[src/hw/pulser_defs.svh]
//////////////////////////////
// pulser register map
// sync byte, register addresses, reset
// defaults and the sample tag bit
//////////////////////////////
`ifndef PULSER_DEFS_SVH
`define PULSER_DEFS_SVH

`define PULSER_SYNC_BYTE 8'hAA

// register addresses
`define REG_PON_POFF   8'hD0
`define REG_PON        8'hE0
`define REG_POFF_H     8'hE1
`define REG_POFF_L     8'hE2
`define REG_DELAY_H    8'hE3
`define REG_DELAY_L    8'hE4
`define REG_ACQ_H      8'hE5
`define REG_ACQ_L      8'hE6
`define REG_PERIOD_U   8'hE7
`define REG_PERIOD_H   8'hE8
`define REG_PERIOD_L   8'hE9
`define REG_SOFT_TRIG  8'hEA
`define REG_CONT       8'hEB
`define REG_ADC_DIV    8'hED
`define REG_TRIG_COUNT 8'hEE
`define REG_PTR_RESET  8'hEF

// defaults after reset, in pll_clk128 cycles
`define DEF_PON_LEN    8'h14
`define DEF_PON_POFF   8'h0A
`define DEF_POFF_END   16'h00C8
`define DEF_ACQ_DELAY  16'h02BC
`define DEF_ACQ_END    16'h32C8
`define DEF_PERIOD     24'h0186A0
`define DEF_TRIG_COUNT 8'h0A   // shots per continuous burst
`define DEF_ADC_DIV    8'h03
`define DEF_CONTINUOUS 1'b0    // single shot

`define SAMPLE_TAG 1'b1        // top bit of every stored word

`endif

[src/hw/pulser_pkg.sv]
//////////////////////////////
// pulser types
// vector typedefs, received byte struct,
// sequencer config struct, sequencer states
//////////////////////////////
package pulser_pkg;

  typedef logic [7:0]  byte_t;        // spi bytes and 8-bit fields
  typedef logic [15:0] word16_t;      // timing values
  typedef logic [23:0] period_t;      // shot counter and period
  typedef logic [18:0] ram_addr_t;    // external sram address
  typedef logic [15:0] ram_word_t;
  typedef logic [9:0]  adc_sample_t;

  // one byte from the spi slave, valid for a single cycle
  typedef struct packed {
    byte_t data;
    logic  valid;
  } spi_rx_t;

  // everything the sequencer reads from the register file
  typedef struct packed {
    byte_t   pon_len;     // pulse-on length
    byte_t   pon_poff;    // start of damping
    word16_t poff_end;    // end of damping
    word16_t acq_delay;
    word16_t acq_end;
    period_t period;
    byte_t   trig_count;  // shots per burst
    logic    continuous;
  } seq_cfg_t;

  typedef enum logic {
    SEQ_IDLE,
    SEQ_SHOT
  } seq_state_e;

endpackage

[src/hw/cfg_regs.sv]
//////////////////////////////
// configuration registers
// sync / address / value byte parser,
// timing registers with defaults,
// soft trigger and pointer reset strobes
//////////////////////////////
`include "pulser_defs.svh"

module cfg_regs (
  input  logic                 pll_clk128,
  input  logic                 reset,
  input  pulser_pkg::spi_rx_t  i_spi_rx,
  output pulser_pkg::seq_cfg_t o_cfg,
  output pulser_pkg::byte_t    o_adc_div,
  output logic                 o_soft_trig,
  output logic                 o_ptr_reset
);
  import pulser_pkg::*;

  typedef enum logic [1:0] {
    PH_SYNC,
    PH_ADDR,
    PH_VALUE
  } phase_e;

  phase_e phase;
  byte_t  addr_q;     // held until the value byte arrives
  byte_t  rx_byte;
  logic   rx_valid;
  logic   wr_en;

  assign rx_byte  = i_spi_rx.data;
  assign rx_valid = i_spi_rx.valid;
  assign wr_en    = rx_valid && (phase == PH_VALUE);

  ////////////////////////////// byte parser
  always_ff @(posedge pll_clk128 or negedge reset) begin
    if (!reset) begin
      phase  <= PH_SYNC;
      addr_q <= '0;
    end else if (rx_valid) begin
      case (phase)
        PH_SYNC: begin
          if (rx_byte == `PULSER_SYNC_BYTE) phase <= PH_ADDR;  // anything else dropped
        end
        PH_ADDR: begin
          addr_q <= rx_byte;
          phase  <= PH_VALUE;
        end
        default: phase <= PH_SYNC;  // value byte consumed, back to sync
      endcase
    end
  end

  ////////////////////////////// register file
  always_ff @(posedge pll_clk128 or negedge reset) begin
    if (!reset) begin
      o_cfg.pon_len    <= `DEF_PON_LEN;
      o_cfg.pon_poff   <= `DEF_PON_POFF;
      o_cfg.poff_end   <= `DEF_POFF_END;
      o_cfg.acq_delay  <= `DEF_ACQ_DELAY;
      o_cfg.acq_end    <= `DEF_ACQ_END;
      o_cfg.period     <= `DEF_PERIOD;
      o_cfg.trig_count <= `DEF_TRIG_COUNT;
      o_cfg.continuous <= `DEF_CONTINUOUS;
      o_adc_div        <= `DEF_ADC_DIV;
      o_soft_trig      <= 1'b0;
      o_ptr_reset      <= 1'b0;
    end else begin
      o_soft_trig <= 1'b0;  // strobes last one cycle
      o_ptr_reset <= 1'b0;
      if (wr_en) begin
        case (addr_q)
          `REG_PON_POFF:   o_cfg.pon_poff          <= rx_byte;
          `REG_PON:        o_cfg.pon_len           <= rx_byte;
          `REG_POFF_H:     o_cfg.poff_end[15:8]    <= rx_byte;
          `REG_POFF_L:     o_cfg.poff_end[7:0]     <= rx_byte;
          `REG_DELAY_H:    o_cfg.acq_delay[15:8]   <= rx_byte;
          `REG_DELAY_L:    o_cfg.acq_delay[7:0]    <= rx_byte;
          `REG_ACQ_H:      o_cfg.acq_end[15:8]     <= rx_byte;
          `REG_ACQ_L:      o_cfg.acq_end[7:0]      <= rx_byte;
          `REG_PERIOD_U:   o_cfg.period[23:16]     <= rx_byte;
          `REG_PERIOD_H:   o_cfg.period[15:8]      <= rx_byte;
          `REG_PERIOD_L:   o_cfg.period[7:0]       <= rx_byte;
          `REG_SOFT_TRIG:  o_soft_trig             <= rx_byte[0];
          `REG_CONT:       o_cfg.continuous        <= rx_byte[0];
          `REG_ADC_DIV:    o_adc_div               <= rx_byte;
          `REG_TRIG_COUNT: o_cfg.trig_count        <= rx_byte;
          `REG_PTR_RESET:  o_ptr_reset             <= rx_byte[0];
          default: ;  // unmapped address, value thrown away
        endcase
      end
    end
  end

  // one value byte can only ever hit one address
  a_strobes_exclusive: assert property (@(posedge pll_clk128) disable iff (!reset)
    !(o_soft_trig && o_ptr_reset));

endmodule

[src/hw/pulse_sequencer.sv]
//////////////////////////////
// shot sequencer
// trigger edge detect, shot counter,
// continuous burst repeat, pon / poff
// and acquisition window decode
//////////////////////////////
module pulse_sequencer (
  input  logic                 pll_clk128,
  input  logic                 reset,
  input  pulser_pkg::seq_cfg_t i_cfg,
  input  logic                 i_trig_ext,
  input  logic                 i_soft_trig,
  output logic                 o_pon,
  output logic                 o_poff,
  output logic                 o_acq_window,
  output logic                 o_busy,
  output pulser_pkg::byte_t    o_shot_idx
);
  import pulser_pkg::*;

  seq_state_e state;
  period_t    counter;      // 0 when idle, 1..period during a shot
  logic       trig_q;       // registered copy of the pin
  logic       trig_prev;
  logic       trig_evt;
  logic       shot_end;
  logic       repeat_shot;

  ////////////////////////////// trigger
  always_ff @(posedge pll_clk128 or negedge reset) begin
    if (!reset) begin
      trig_q    <= 1'b0;
      trig_prev <= 1'b0;
    end else begin
      trig_q    <= i_trig_ext;
      trig_prev <= trig_q;
    end
  end

  assign trig_evt = (trig_q && !trig_prev) || i_soft_trig;

  assign shot_end = (counter == i_cfg.period);
  // more shots left in the burst, compared on 9 bits so trig_count 0 gives one shot
  assign repeat_shot = i_cfg.continuous &&
                       (({1'b0, o_shot_idx} + 9'd1) < {1'b0, i_cfg.trig_count});

  ////////////////////////////// shot fsm
  always_ff @(posedge pll_clk128 or negedge reset) begin
    if (!reset) begin
      state      <= SEQ_IDLE;
      counter    <= '0;
      o_shot_idx <= '0;
    end else begin
      case (state)
        SEQ_IDLE: begin
          if (trig_evt) begin
            state      <= SEQ_SHOT;
            counter    <= period_t'(1);
            o_shot_idx <= '0;         // new burst
          end
        end
        SEQ_SHOT: begin
          if (!shot_end) begin
            counter <= counter + period_t'(1);
          end else if (repeat_shot) begin
            counter    <= period_t'(1);  // next shot back to back
            o_shot_idx <= o_shot_idx + byte_t'(1);
          end else begin
            state   <= SEQ_IDLE;
            counter <= '0;
          end
        end
        default: begin
          state   <= SEQ_IDLE;
          counter <= '0;
        end
      endcase
    end
  end

  ////////////////////////////// gate decode
  assign o_pon = (counter != '0) && (counter <= period_t'(i_cfg.pon_len));

  // damping gate is active low
  assign o_poff = !((counter > period_t'(i_cfg.pon_poff)) &&
                    (counter < period_t'(i_cfg.poff_end)));

  assign o_acq_window = (counter > period_t'(i_cfg.acq_delay)) &&
                        (counter < period_t'(i_cfg.acq_end));

  assign o_busy = (state == SEQ_SHOT);

  a_idle_cnt_zero: assert property (@(posedge pll_clk128) disable iff (!reset)
    (state == SEQ_IDLE) |-> (counter == '0));

  // the register file must not move the period under a running shot
  a_cnt_in_period: assert property (@(posedge pll_clk128) disable iff (!reset)
    counter <= i_cfg.period);

endmodule

[src/hw/acq_sampler.sv]
//////////////////////////////
// acquisition sampler
// adc clock divider inside the window,
// tagged sample word, sram write pointer
//////////////////////////////
`include "pulser_defs.svh"

module acq_sampler (
  input  logic                    pll_clk128,
  input  logic                    reset,
  input  logic                    i_acq_window,
  input  pulser_pkg::byte_t       i_adc_div,
  input  pulser_pkg::byte_t       i_shot_idx,
  input  logic                    i_ptr_reset,
  input  pulser_pkg::adc_sample_t i_adc,
  input  logic                    i_top_tour1,
  input  logic                    i_top_tour2,
  output logic                    o_adc_clk,
  output pulser_pkg::ram_addr_t   o_ram_addr,
  output pulser_pkg::ram_word_t   o_ram_data,
  output logic                    o_ram_we_n
);
  import pulser_pkg::*;

  byte_t     div_cnt;
  ram_addr_t wr_ptr;        // next free sram location
  ram_word_t sample_word;
  logic      div_wrap;      // half period done
  logic      adc_rise;

  assign div_wrap = i_acq_window && (div_cnt == i_adc_div);
  assign adc_rise = div_wrap && !o_adc_clk;

  ////////////////////////////// adc clock
  always_ff @(posedge pll_clk128 or negedge reset) begin
    if (!reset) begin
      div_cnt   <= '0;
      o_adc_clk <= 1'b0;
    end else if (!i_acq_window) begin
      div_cnt   <= '0;    // clock parked low outside the window
      o_adc_clk <= 1'b0;
    end else if (div_wrap) begin
      div_cnt   <= '0;
      o_adc_clk <= !o_adc_clk;
    end else begin
      div_cnt <= div_cnt + byte_t'(1);
    end
  end

  // tag, shot index, encoder, adc msbs, gap bit, adc lsbs
  assign sample_word = {`SAMPLE_TAG, i_shot_idx[1:0], i_top_tour2, i_top_tour1,
                        i_adc[9:7], 1'b0, i_adc[6:0]};

  ////////////////////////////// sram write
  always_ff @(posedge pll_clk128 or negedge reset) begin
    if (!reset) begin
      wr_ptr     <= '0;
      o_ram_addr <= '0;
      o_ram_data <= '0;
    end else begin
      if (adc_rise) begin
        o_ram_addr <= wr_ptr;
        o_ram_data <= sample_word;
        wr_ptr     <= wr_ptr + ram_addr_t'(1);
      end
      if (i_ptr_reset) begin
        wr_ptr <= '0;     // host restarts the buffer
      end
    end
  end

  // write strobe follows the adc clock, held off outside the window
  assign o_ram_we_n = i_acq_window ? o_adc_clk : 1'b1;

  a_no_write_outside: assert property (@(posedge pll_clk128) disable iff (!reset)
    !i_acq_window |-> o_ram_we_n);

endmodule

[src/hw/pulser_top.sv]
//////////////////////////////
// pulser top level
// register file, shot sequencer and
// sampler wired to the pins
//////////////////////////////
module pulser_top (
  input  logic                    pll_clk128,
  input  logic                    reset,
  input  pulser_pkg::spi_rx_t     i_spi_rx,
  input  logic                    i_trig_ext,
  input  pulser_pkg::adc_sample_t i_adc,
  input  logic                    i_top_tour1,
  input  logic                    i_top_tour2,
  output logic                    o_pon,
  output logic                    o_poff,
  output logic                    o_adc_clk,
  output pulser_pkg::ram_addr_t   o_ram_addr,
  output pulser_pkg::ram_word_t   o_ram_data,
  output logic                    o_ram_we_n,
  output logic                    o_acq_led
);
  import pulser_pkg::*;

  seq_cfg_t cfg;
  byte_t    adc_div;
  byte_t    shot_idx;
  logic     soft_trig;    // one-cycle strobes from the register file
  logic     ptr_reset;
  logic     acq_window;

  cfg_regs u_cfg (
    .pll_clk128  (pll_clk128),
    .reset       (reset),
    .i_spi_rx    (i_spi_rx),
    .o_cfg       (cfg),
    .o_adc_div   (adc_div),
    .o_soft_trig (soft_trig),
    .o_ptr_reset (ptr_reset)
  );

  pulse_sequencer u_seq (
    .pll_clk128   (pll_clk128),
    .reset        (reset),
    .i_cfg        (cfg),
    .i_trig_ext   (i_trig_ext),
    .i_soft_trig  (soft_trig),
    .o_pon        (o_pon),
    .o_poff       (o_poff),
    .o_acq_window (acq_window),
    .o_busy       (o_acq_led),    // led lit for the whole burst
    .o_shot_idx   (shot_idx)
  );

  acq_sampler u_sampler (
    .pll_clk128   (pll_clk128),
    .reset        (reset),
    .i_acq_window (acq_window),
    .i_adc_div    (adc_div),
    .i_shot_idx   (shot_idx),
    .i_ptr_reset  (ptr_reset),
    .i_adc        (i_adc),
    .i_top_tour1  (i_top_tour1),
    .i_top_tour2  (i_top_tour2),
    .o_adc_clk    (o_adc_clk),
    .o_ram_addr   (o_ram_addr),
    .o_ram_data   (o_ram_data),
    .o_ram_we_n   (o_ram_we_n)
  );

endmodule

[config.mk]
export PLATFORM = sky130hd
export DESIGN_NAME = pulser_top
export DESIGN_NICKNAME = d
export VERILOG_FILES = /design/src/hw/pulser_pkg.sv /design/src/hw/cfg_regs.sv /design/src/hw/pulse_sequencer.sv /design/src/hw/acq_sampler.sv /design/src/hw/pulser_top.sv
export VERILOG_INCLUDE_DIRS = /design/src /design/src/hw
export SDC_FILE = /design/constraint.sdc
export NUM_CORES = 1
export LEC_CHECK = 0
export ABC_AREA = 1
export BUFFER_PORTS_ARGS = -buffer_cell sky130_fd_sc_hd__buf_4
export CAP_MARGIN = 0
export CORE_MARGIN = 2
export CORE_UTILIZATION = 55
export CTS_CLUSTER_SIZE = 25
export DETAILED_ROUTE_END_ITERATION = 8
export GPL_ROUTABILITY_DRIVEN = 0
export PLACE_DENSITY_LB_ADDON = 0.25
export SETUP_SLACK_MARGIN = 0.05
export SLEW_MARGIN = 10
export SYNTH_ARGS = -nofsm -noshare
export SYNTH_HDL_FRONTEND = slang
export SYNTH_SLANG_ARGS = --single-unit
export TNS_END_PERCENT = 100
[constraint.sdc]
create_clock -name pll_clk128 -period 4.1 [get_ports pll_clk128]
set_input_delay 0.41 -clock pll_clk128 [delete_from_list [all_inputs] [get_ports pll_clk128]]
set_output_delay 0.41 -clock pll_clk128 [all_outputs]
set_load 0.005 [all_outputs]
### Yosys cells after proc, flatten, opt, wreduce, memory -nomap -nowiden

Cells that the tools add are included.

* add/sub/neg operators: 5
* order comparisons: 6
* equal/unequal tests: 26
* mux-type cells: 25
* bitwise gates (word level): 1
* reduce and logical (&&, ||, !) cells: 32

Operators with widths (count)
* $eq A8 B8 Y1 const B: 17
* $lt A24 B16 Y1: 2
* $mux W24: 2
* $pmux W24 S2: 1
* $mux W8: 5
* $mux W19: 2
* $reduce_and A2 Y1: 16
* $add A24 B1 Y24 const B: 1
* $eq A24 B24 Y1: 1
* $gt A24 B16 Y1: 1
* $gt A24 B8 Y1: 1
* $le A24 B8 Y1: 1
* $reduce_bool A24 Y1: 1
* $add A19 B1 Y19 const B: 1
* $add A8 B1 Y8 const B: 2
* $pmux W8 S2: 1
* $mux W1: 11
* $add A8 B1 Y9 const B: 1
* $lt A9 B8 Y1: 1
* $eq A8 B8 Y1: 1
* $logic_and A1 B1 Y1: 8
* $ne A2 B2 Y1 const B: 3
* $ne A2 B1 Y1 const B: 2
* $pmux W2 S2: 1
* 10 further kinds: 12

* bits in registers: 214
* input port bits: 24
* output and inout bits: 40
* word-level logic and storage cells: 123

### Logic depth before layout (Yosys ltp)

* word-level depth: 6
* mapped depth: 18
* depth with buffers taken out: 18

### Cells and area by module

Synthesis repeated with hierarchy kept, for this count alone.

* cells, all modules: 1618
* area total of the unflattened synthesis: 12482.0 um2

Modules (own cells, without submodules)
* cfg_regs: times used 1, cells each 551, area an instance 5008.6 um2, sequential area each 2964.1 um2
* pulse_sequencer: times used 1, cells each 667, area an instance 4339.2 um2, sequential area each 875.8 um2
* acq_sampler: times used 1, cells each 400, area an instance 3134.3 um2, sequential area each 1551.5 um2

### Worst setup path after synthesis

No wires, ideal clock.

* kind: register -> register
* from: reg u_seq.o_shot_idx[0]
* to: reg u_seq.o_shot_idx[1]
* setup time: 0.117 ns
* arrival time: 2.346 ns
* required time: 3.983 ns
* slack: 1.637 ns
* stages on the path, launching flop included: 18
* buffers on the path: 0
* clock period less this slack: 2.463 ns
* path through: dfrtp_1 ha_1 nand2_1 nor2_1 inv_1 nor2_1 nand2_1 xor2_1 inv_1 ha_1 a21oi_1 o211ai_1 nor2_1 nand3_1 nand2_1 nand2_2 nand2_1 nand2_1

* word-level cells in the longest chain between the ends: 5
* elaborated cells between the ends (all ways): 9
* classes of those cells: add/sub (2); order compare (1); eq/ne (1); mux (3); reduce/logical (2)

RTL lines
* start: declaration: line pulse_sequencer.sv:17 `output pulser_pkg::byte_t o_shot_idx`
* start signal: assignment: line pulse_sequencer.sv:67 `o_shot_idx <= o_shot_idx + byte_t'(1);`
* $add A8 B1 Y9: line pulse_sequencer.sv:45 `(({1'b0, o_shot_idx} + 9'd1) < {1'b0, i_cfg.trig_count});`
* $lt A9 B8 Y1: line pulse_sequencer.sv:45
* $logic_and A1 B1 Y1: line pulse_sequencer.sv:44 `assign repeat_shot = i_cfg.continuous &&`
* $ne A2 B2 Y1 (no source line)
* $reduce_and A3 Y1 (no source line)

Parallel ways exist; a longest one is shown, timed or not. The select of a mux whose other input is x is not followed.
A chain may end at the register's enable or synchronous reset.

### Worst setup path after layout

* from: reg u_seq.counter[3]
* to: out o_poff

* word-level cells in the longest chain between the ends: 3
* elaborated cells between the ends (all ways): 4
* classes of those cells: order compare (2); reduce/logical (2)

RTL lines
* start: declaration: line pulse_sequencer.sv:22 `period_t counter;`
* start signal: assignment: line pulse_sequencer.sv:58 `counter <= period_t'(1);`
* start signal: assignment: line pulse_sequencer.sv:64 `counter <= counter + period_t'(1);`
* start signal: assignment: line pulse_sequencer.sv:66 `counter <= period_t'(1);`
* $gt A24 B8 Y1 / $lt A24 B16 Y1 (equally long branches): line pulse_sequencer.sv:85, pulse_sequencer.sv:86
* $logic_and A1 B1 Y1 *: line pulse_sequencer.sv:85 `assign o_poff = !((counter > period_t'(i_cfg.pon_poff)) &&`
* $logic_not A1 Y1 *: line pulse_sequencer.sv:85
* end: declaration: line pulser_top.sv:15 `output logic o_poff,`

Every way passes the cells marked *; elsewhere a longest branch is shown, timed or not.

==> impl_results.md <==
* Status: complete, no violations
* Vias at 9616
* FF-to-FF End: u_seq.o_shot_idx[1]
* Multi-input gate area at between 0.005 and 0.006 mm2
* TNS Setup at 0 ps
* Finish-stage setup viols at 0
* Clock share of power at 0.383
* #FFs+latches synth at 214
* Worst Hold Launch: i_trig_ext
* Row count at 53
* Fillers at between 1500 and 2000
* Slew @ Worst Pin at 916 ps
* Nets at 1596
* Synth Net Count at about 1600
* Drt initial violations at 659
* Net Sw Power at 0.00204 W
* Switching part of the total power at 0.315
* First-pass GRT wire length at 45900 um
* Final Hold Violating Endpoints at 0
* Area delta synth->final at 13.4%
* Tot Pwr at 0.00648 W
* Slowest CP cell: dfrtp_1
* Hold path depth at 1
* Chip Height at 150 um
* Synthesized area at 0.0117 mm2
* Post-synth EDFFs at 0
* Worst R2R Setup Slack at 1200 ps
* Largest net degree at the start of global routing at between 70 and 80
* DPL Wire Length at about 19000 um
* Clk pin slew, worst setup/hold paths at 60 ps
* Crit path time final at 2910 ps
* DRT antenna net count at 0
* Layout cells sized above 1 at 0.117
* Clk Latency, worst-skew pair at around 520 ps
* Post-Route WL at 27500 um
* Sequential area share after synthesis at 0.460
* Slew HR at 0.387
* Die area at between 0.02 and 0.025 mm2
* Worst Hold Class: in2reg
* CTS Buffer Depth at 3
* Synth Area per Inst at 8.08 um2
* Synth warnings at 0
* Synth cell types at 48
* Max_cap viols at 0
* Ranking of synthesized cells by area: dfrtp_1 (39%), nand2_1 (13%), ha_1 (7.9%)
* Clk sinks at 214
* GRT overflow at 0
* Crit Path Category: reg2out
* Initial antenna violation count at 0
* CP cell instances: ha_1 > a21oi_1 > o21ai_0 > nand2_1 > o211ai_1 > a21oi_1 > nor2_1 > nand2_1 > buf_4
* Startpoint types: register
* Vias/cell at 5.37
* Async S/R FF share, synth at 1.00
* Gate power share at 0.235
* Final clock skew at 16.6 ps
* Period utilization at 0.709
* CP max stage delay at 690 ps
* IO Pins at 64
* ANT cells at 0
* Register area at 0.00539 mm2
* CTS tree: yes
* Count leader, synth: nand2_1
* Synth top area share at 0.395
* Max-slew violation count at 0
* Worst Path Max Fanout at 11
* R2R cell count at 17
* Dominant synthesized flop cell: dfrtp_1
* Req. time, crit path at 3690 ps
* CP arrival at between 2000 and 3000 ps
* P_leak at 6.37 nW
* Mean routed wirelength per cell at ~15 um
* Chip width at 150 um
* Hold endpoint: u_seq.trig_q
* PortBufs at 62
* FMAX at 344 MHz
* Placeable Area at 0.0210 mm2
* Synth top cells by count: nand2_1 (397), dfrtp_1 (185), inv_1 (177)
* DRC at 0
* R2r startpoint: u_seq.o_shot_idx[0]
* Number of global-route vias before repair at 9139
* Initial Utilization at 0.560
* Setup crit end kind: output pin
* Root Buffer: clkbuf_16
* Int Pwr at 0.00444 W
* H-tree depth at 1
* Sequential power share at 0.381
* DRT Pass-1 Iters at 5
* Total GRT Usage at 0.254
* TritonCTS buffer count at 24
* Cell Pwr Density at slightly below 500 mW/mm2
* VDD IR-drop max at approximately 0.34 mV
* RSZ-0062 raised after global routing: no
* Worst path bufs/invs at 1
* Cells after Synth at 1452
* Area leader, netlist: dfrtp_1
* Top delay family on crit path: flip-flops
## worst register-to-register path: cells and delay by family (launching register included)
| family | cells | cell delay, ps |
|---|---|---|
| AND/OR/NAND/NOR | 10 | 1280 |
| adder cells (fa/ha/maj) | 2 | 490 |
| flip-flops | 1 | 430 |
| AO/OA/AOI/OAI | 2 | 270 |
| XOR/XNOR | 1 | 190 |
| buffers and inverters | 2 | 140 |
## cell families (layout without fill, tap and decap cells)
| logic type | after synthesis | in the layout | synth area share |
|---|---|---|---|
| flip-flops | 214 | 214 | 0.460 |
| other | 1 | 1 | 0.000320 |
| XOR/XNOR | 54 | 54 | 0.0403 |
| AO/OA/AOI/OAI | 204 | 204 | 0.0961 |
| adder cells (fa/ha/maj) | 74 | 74 | 0.0790 |
| buffers and inverters | 230 | 294 | 0.0788 |
| AND/OR/NAND/NOR | 675 | 675 | 0.246 |
## metrics by stage
step | util | hold WS, ps | instance area (um2) | setup slack (ps) | cells
floorplan | - | 114 | 11700 | 1640 | 1452
global placement | 0.589 | 365 | 12400 | 1420 | 1746
detailed placement | 0.589 | 365 | 12400 | 1250 | 1746
CTS | 0.635 | 1.21 | 13300 | 1200 | 1791
global route | 0.635 | 1.45 | 13300 | 942 | 1791
finish | 0.635 | 11.4 | 13300 | 1190 | 1791
## layout by cell type (no fill, tap or decap), types with 3 or more instances in the layout
cell / Yosys / layout
o21ai_1: 3 / 3
o21ai_0: 134 / 134
inv_2: 3 / 3
nor2_4: 3 / 3
clkinvlp_4: 0 / 3
dfrtp_1: 185 / 185
a21oi_1: 31 / 31
nand3b_1: 4 / 4
o21ai_2: 13 / 13
nor2_2: 3 / 3
xnor2_1: 27 / 27
bufinv_16: 0 / 6
nor2_1: 112 / 112
nand3_1: 73 / 73
dfstp_2: 29 / 29
nand2_2: 6 / 6
o22ai_1: 7 / 7
inv_1: 177 / 177
nand2_1: 397 / 397
xor2_1: 27 / 27
buf_4: 2 / 65
clkbuf_8: 0 / 8
or2_2: 4 / 4
nor4_1: 10 / 10
nand4_1: 25 / 25
ha_1: 74 / 74
nor3_1: 24 / 24
o211ai_1: 4 / 4
clkbuf_16: 0 / 25
nor3b_1: 5 / 5
## per-layer routing
metal,part of all wire,GRT usage,up-vias
li1,-,-,4761
met1,0.46,0.350,4515
met2,0.46,0.426,290
met3,0.062,0.0351,50
met4,0.022,0.0613,0
met5,0,0,-
## layout make-up
type / instances / area share
Clock inverter: 11 / 0.0160
Timing Repair Buffer: 68 / 0.0400
Sequential cell: 214 / 0.405
Inverter: 182 / 0.0514
Clock buffer: 33 / 0.0546
Multi-Input combinational cell: 1008 / 0.407
Tap cell: 275 / 0.0259
## worst max-delay path by stage
stage                         from                   to  slack [ps]  cells past startpoint
3_5_place_dp   u_seq.o_shot_idx[0]  u_seq.o_shot_idx[5]        1250                     17
5_1_grt        u_seq.o_shot_idx[0]  u_seq.o_shot_idx[1]         940                     17
6_report          u_seq.counter[3]               o_poff        1190                      9
3_3_place_gp   u_seq.o_shot_idx[0]  u_seq.o_shot_idx[5]        1420                     17
4_1_cts           u_seq.counter[3]               o_poff        1200                      9
2_1_floorplan  u_seq.o_shot_idx[0]  u_seq.o_shot_idx[1]        1640                     17
## sequential cells by signal, summed over array words and instances, names as in the netlist, 2 cells and up
register / flops
u_seq.o_shot_idx: 8
u_sampler.div_cnt: 8
u_cfg.phase: 2
u_seq.counter: 24
u_cfg.o_adc_div: 8
u_cfg.addr_q: 8
u_sampler.wr_ptr: 19
u_sampler.o_ram_data: 15
u_cfg.o_cfg: 97
u_sampler.o_ram_addr: 19
## power by group through the flow
stage | Clock (W) | Sequential [W] | Combinational [W]
final | 0.00249 | 0.00247 | 0.00153
after global routing | 0.00262 | 0.00249 | 0.00175
after CTS | 0.00252 | 0.00247 | 0.00154
after detailed placement | 0 | 0.00251 | 0.00153
after global placement | 0 | 0.00250 | 0.00150
after floorplan | 0 | 0.00245 | 0.00108
## timing repair
item | 4_1_cts | 5_1_grt
setup buffers | 0 | 0
gates resized for setup | 0 | 0
endpoints found under the hold margin | 29 | 0
hold buffers | 1 | 0
Power figures use the tool's default switching activity.
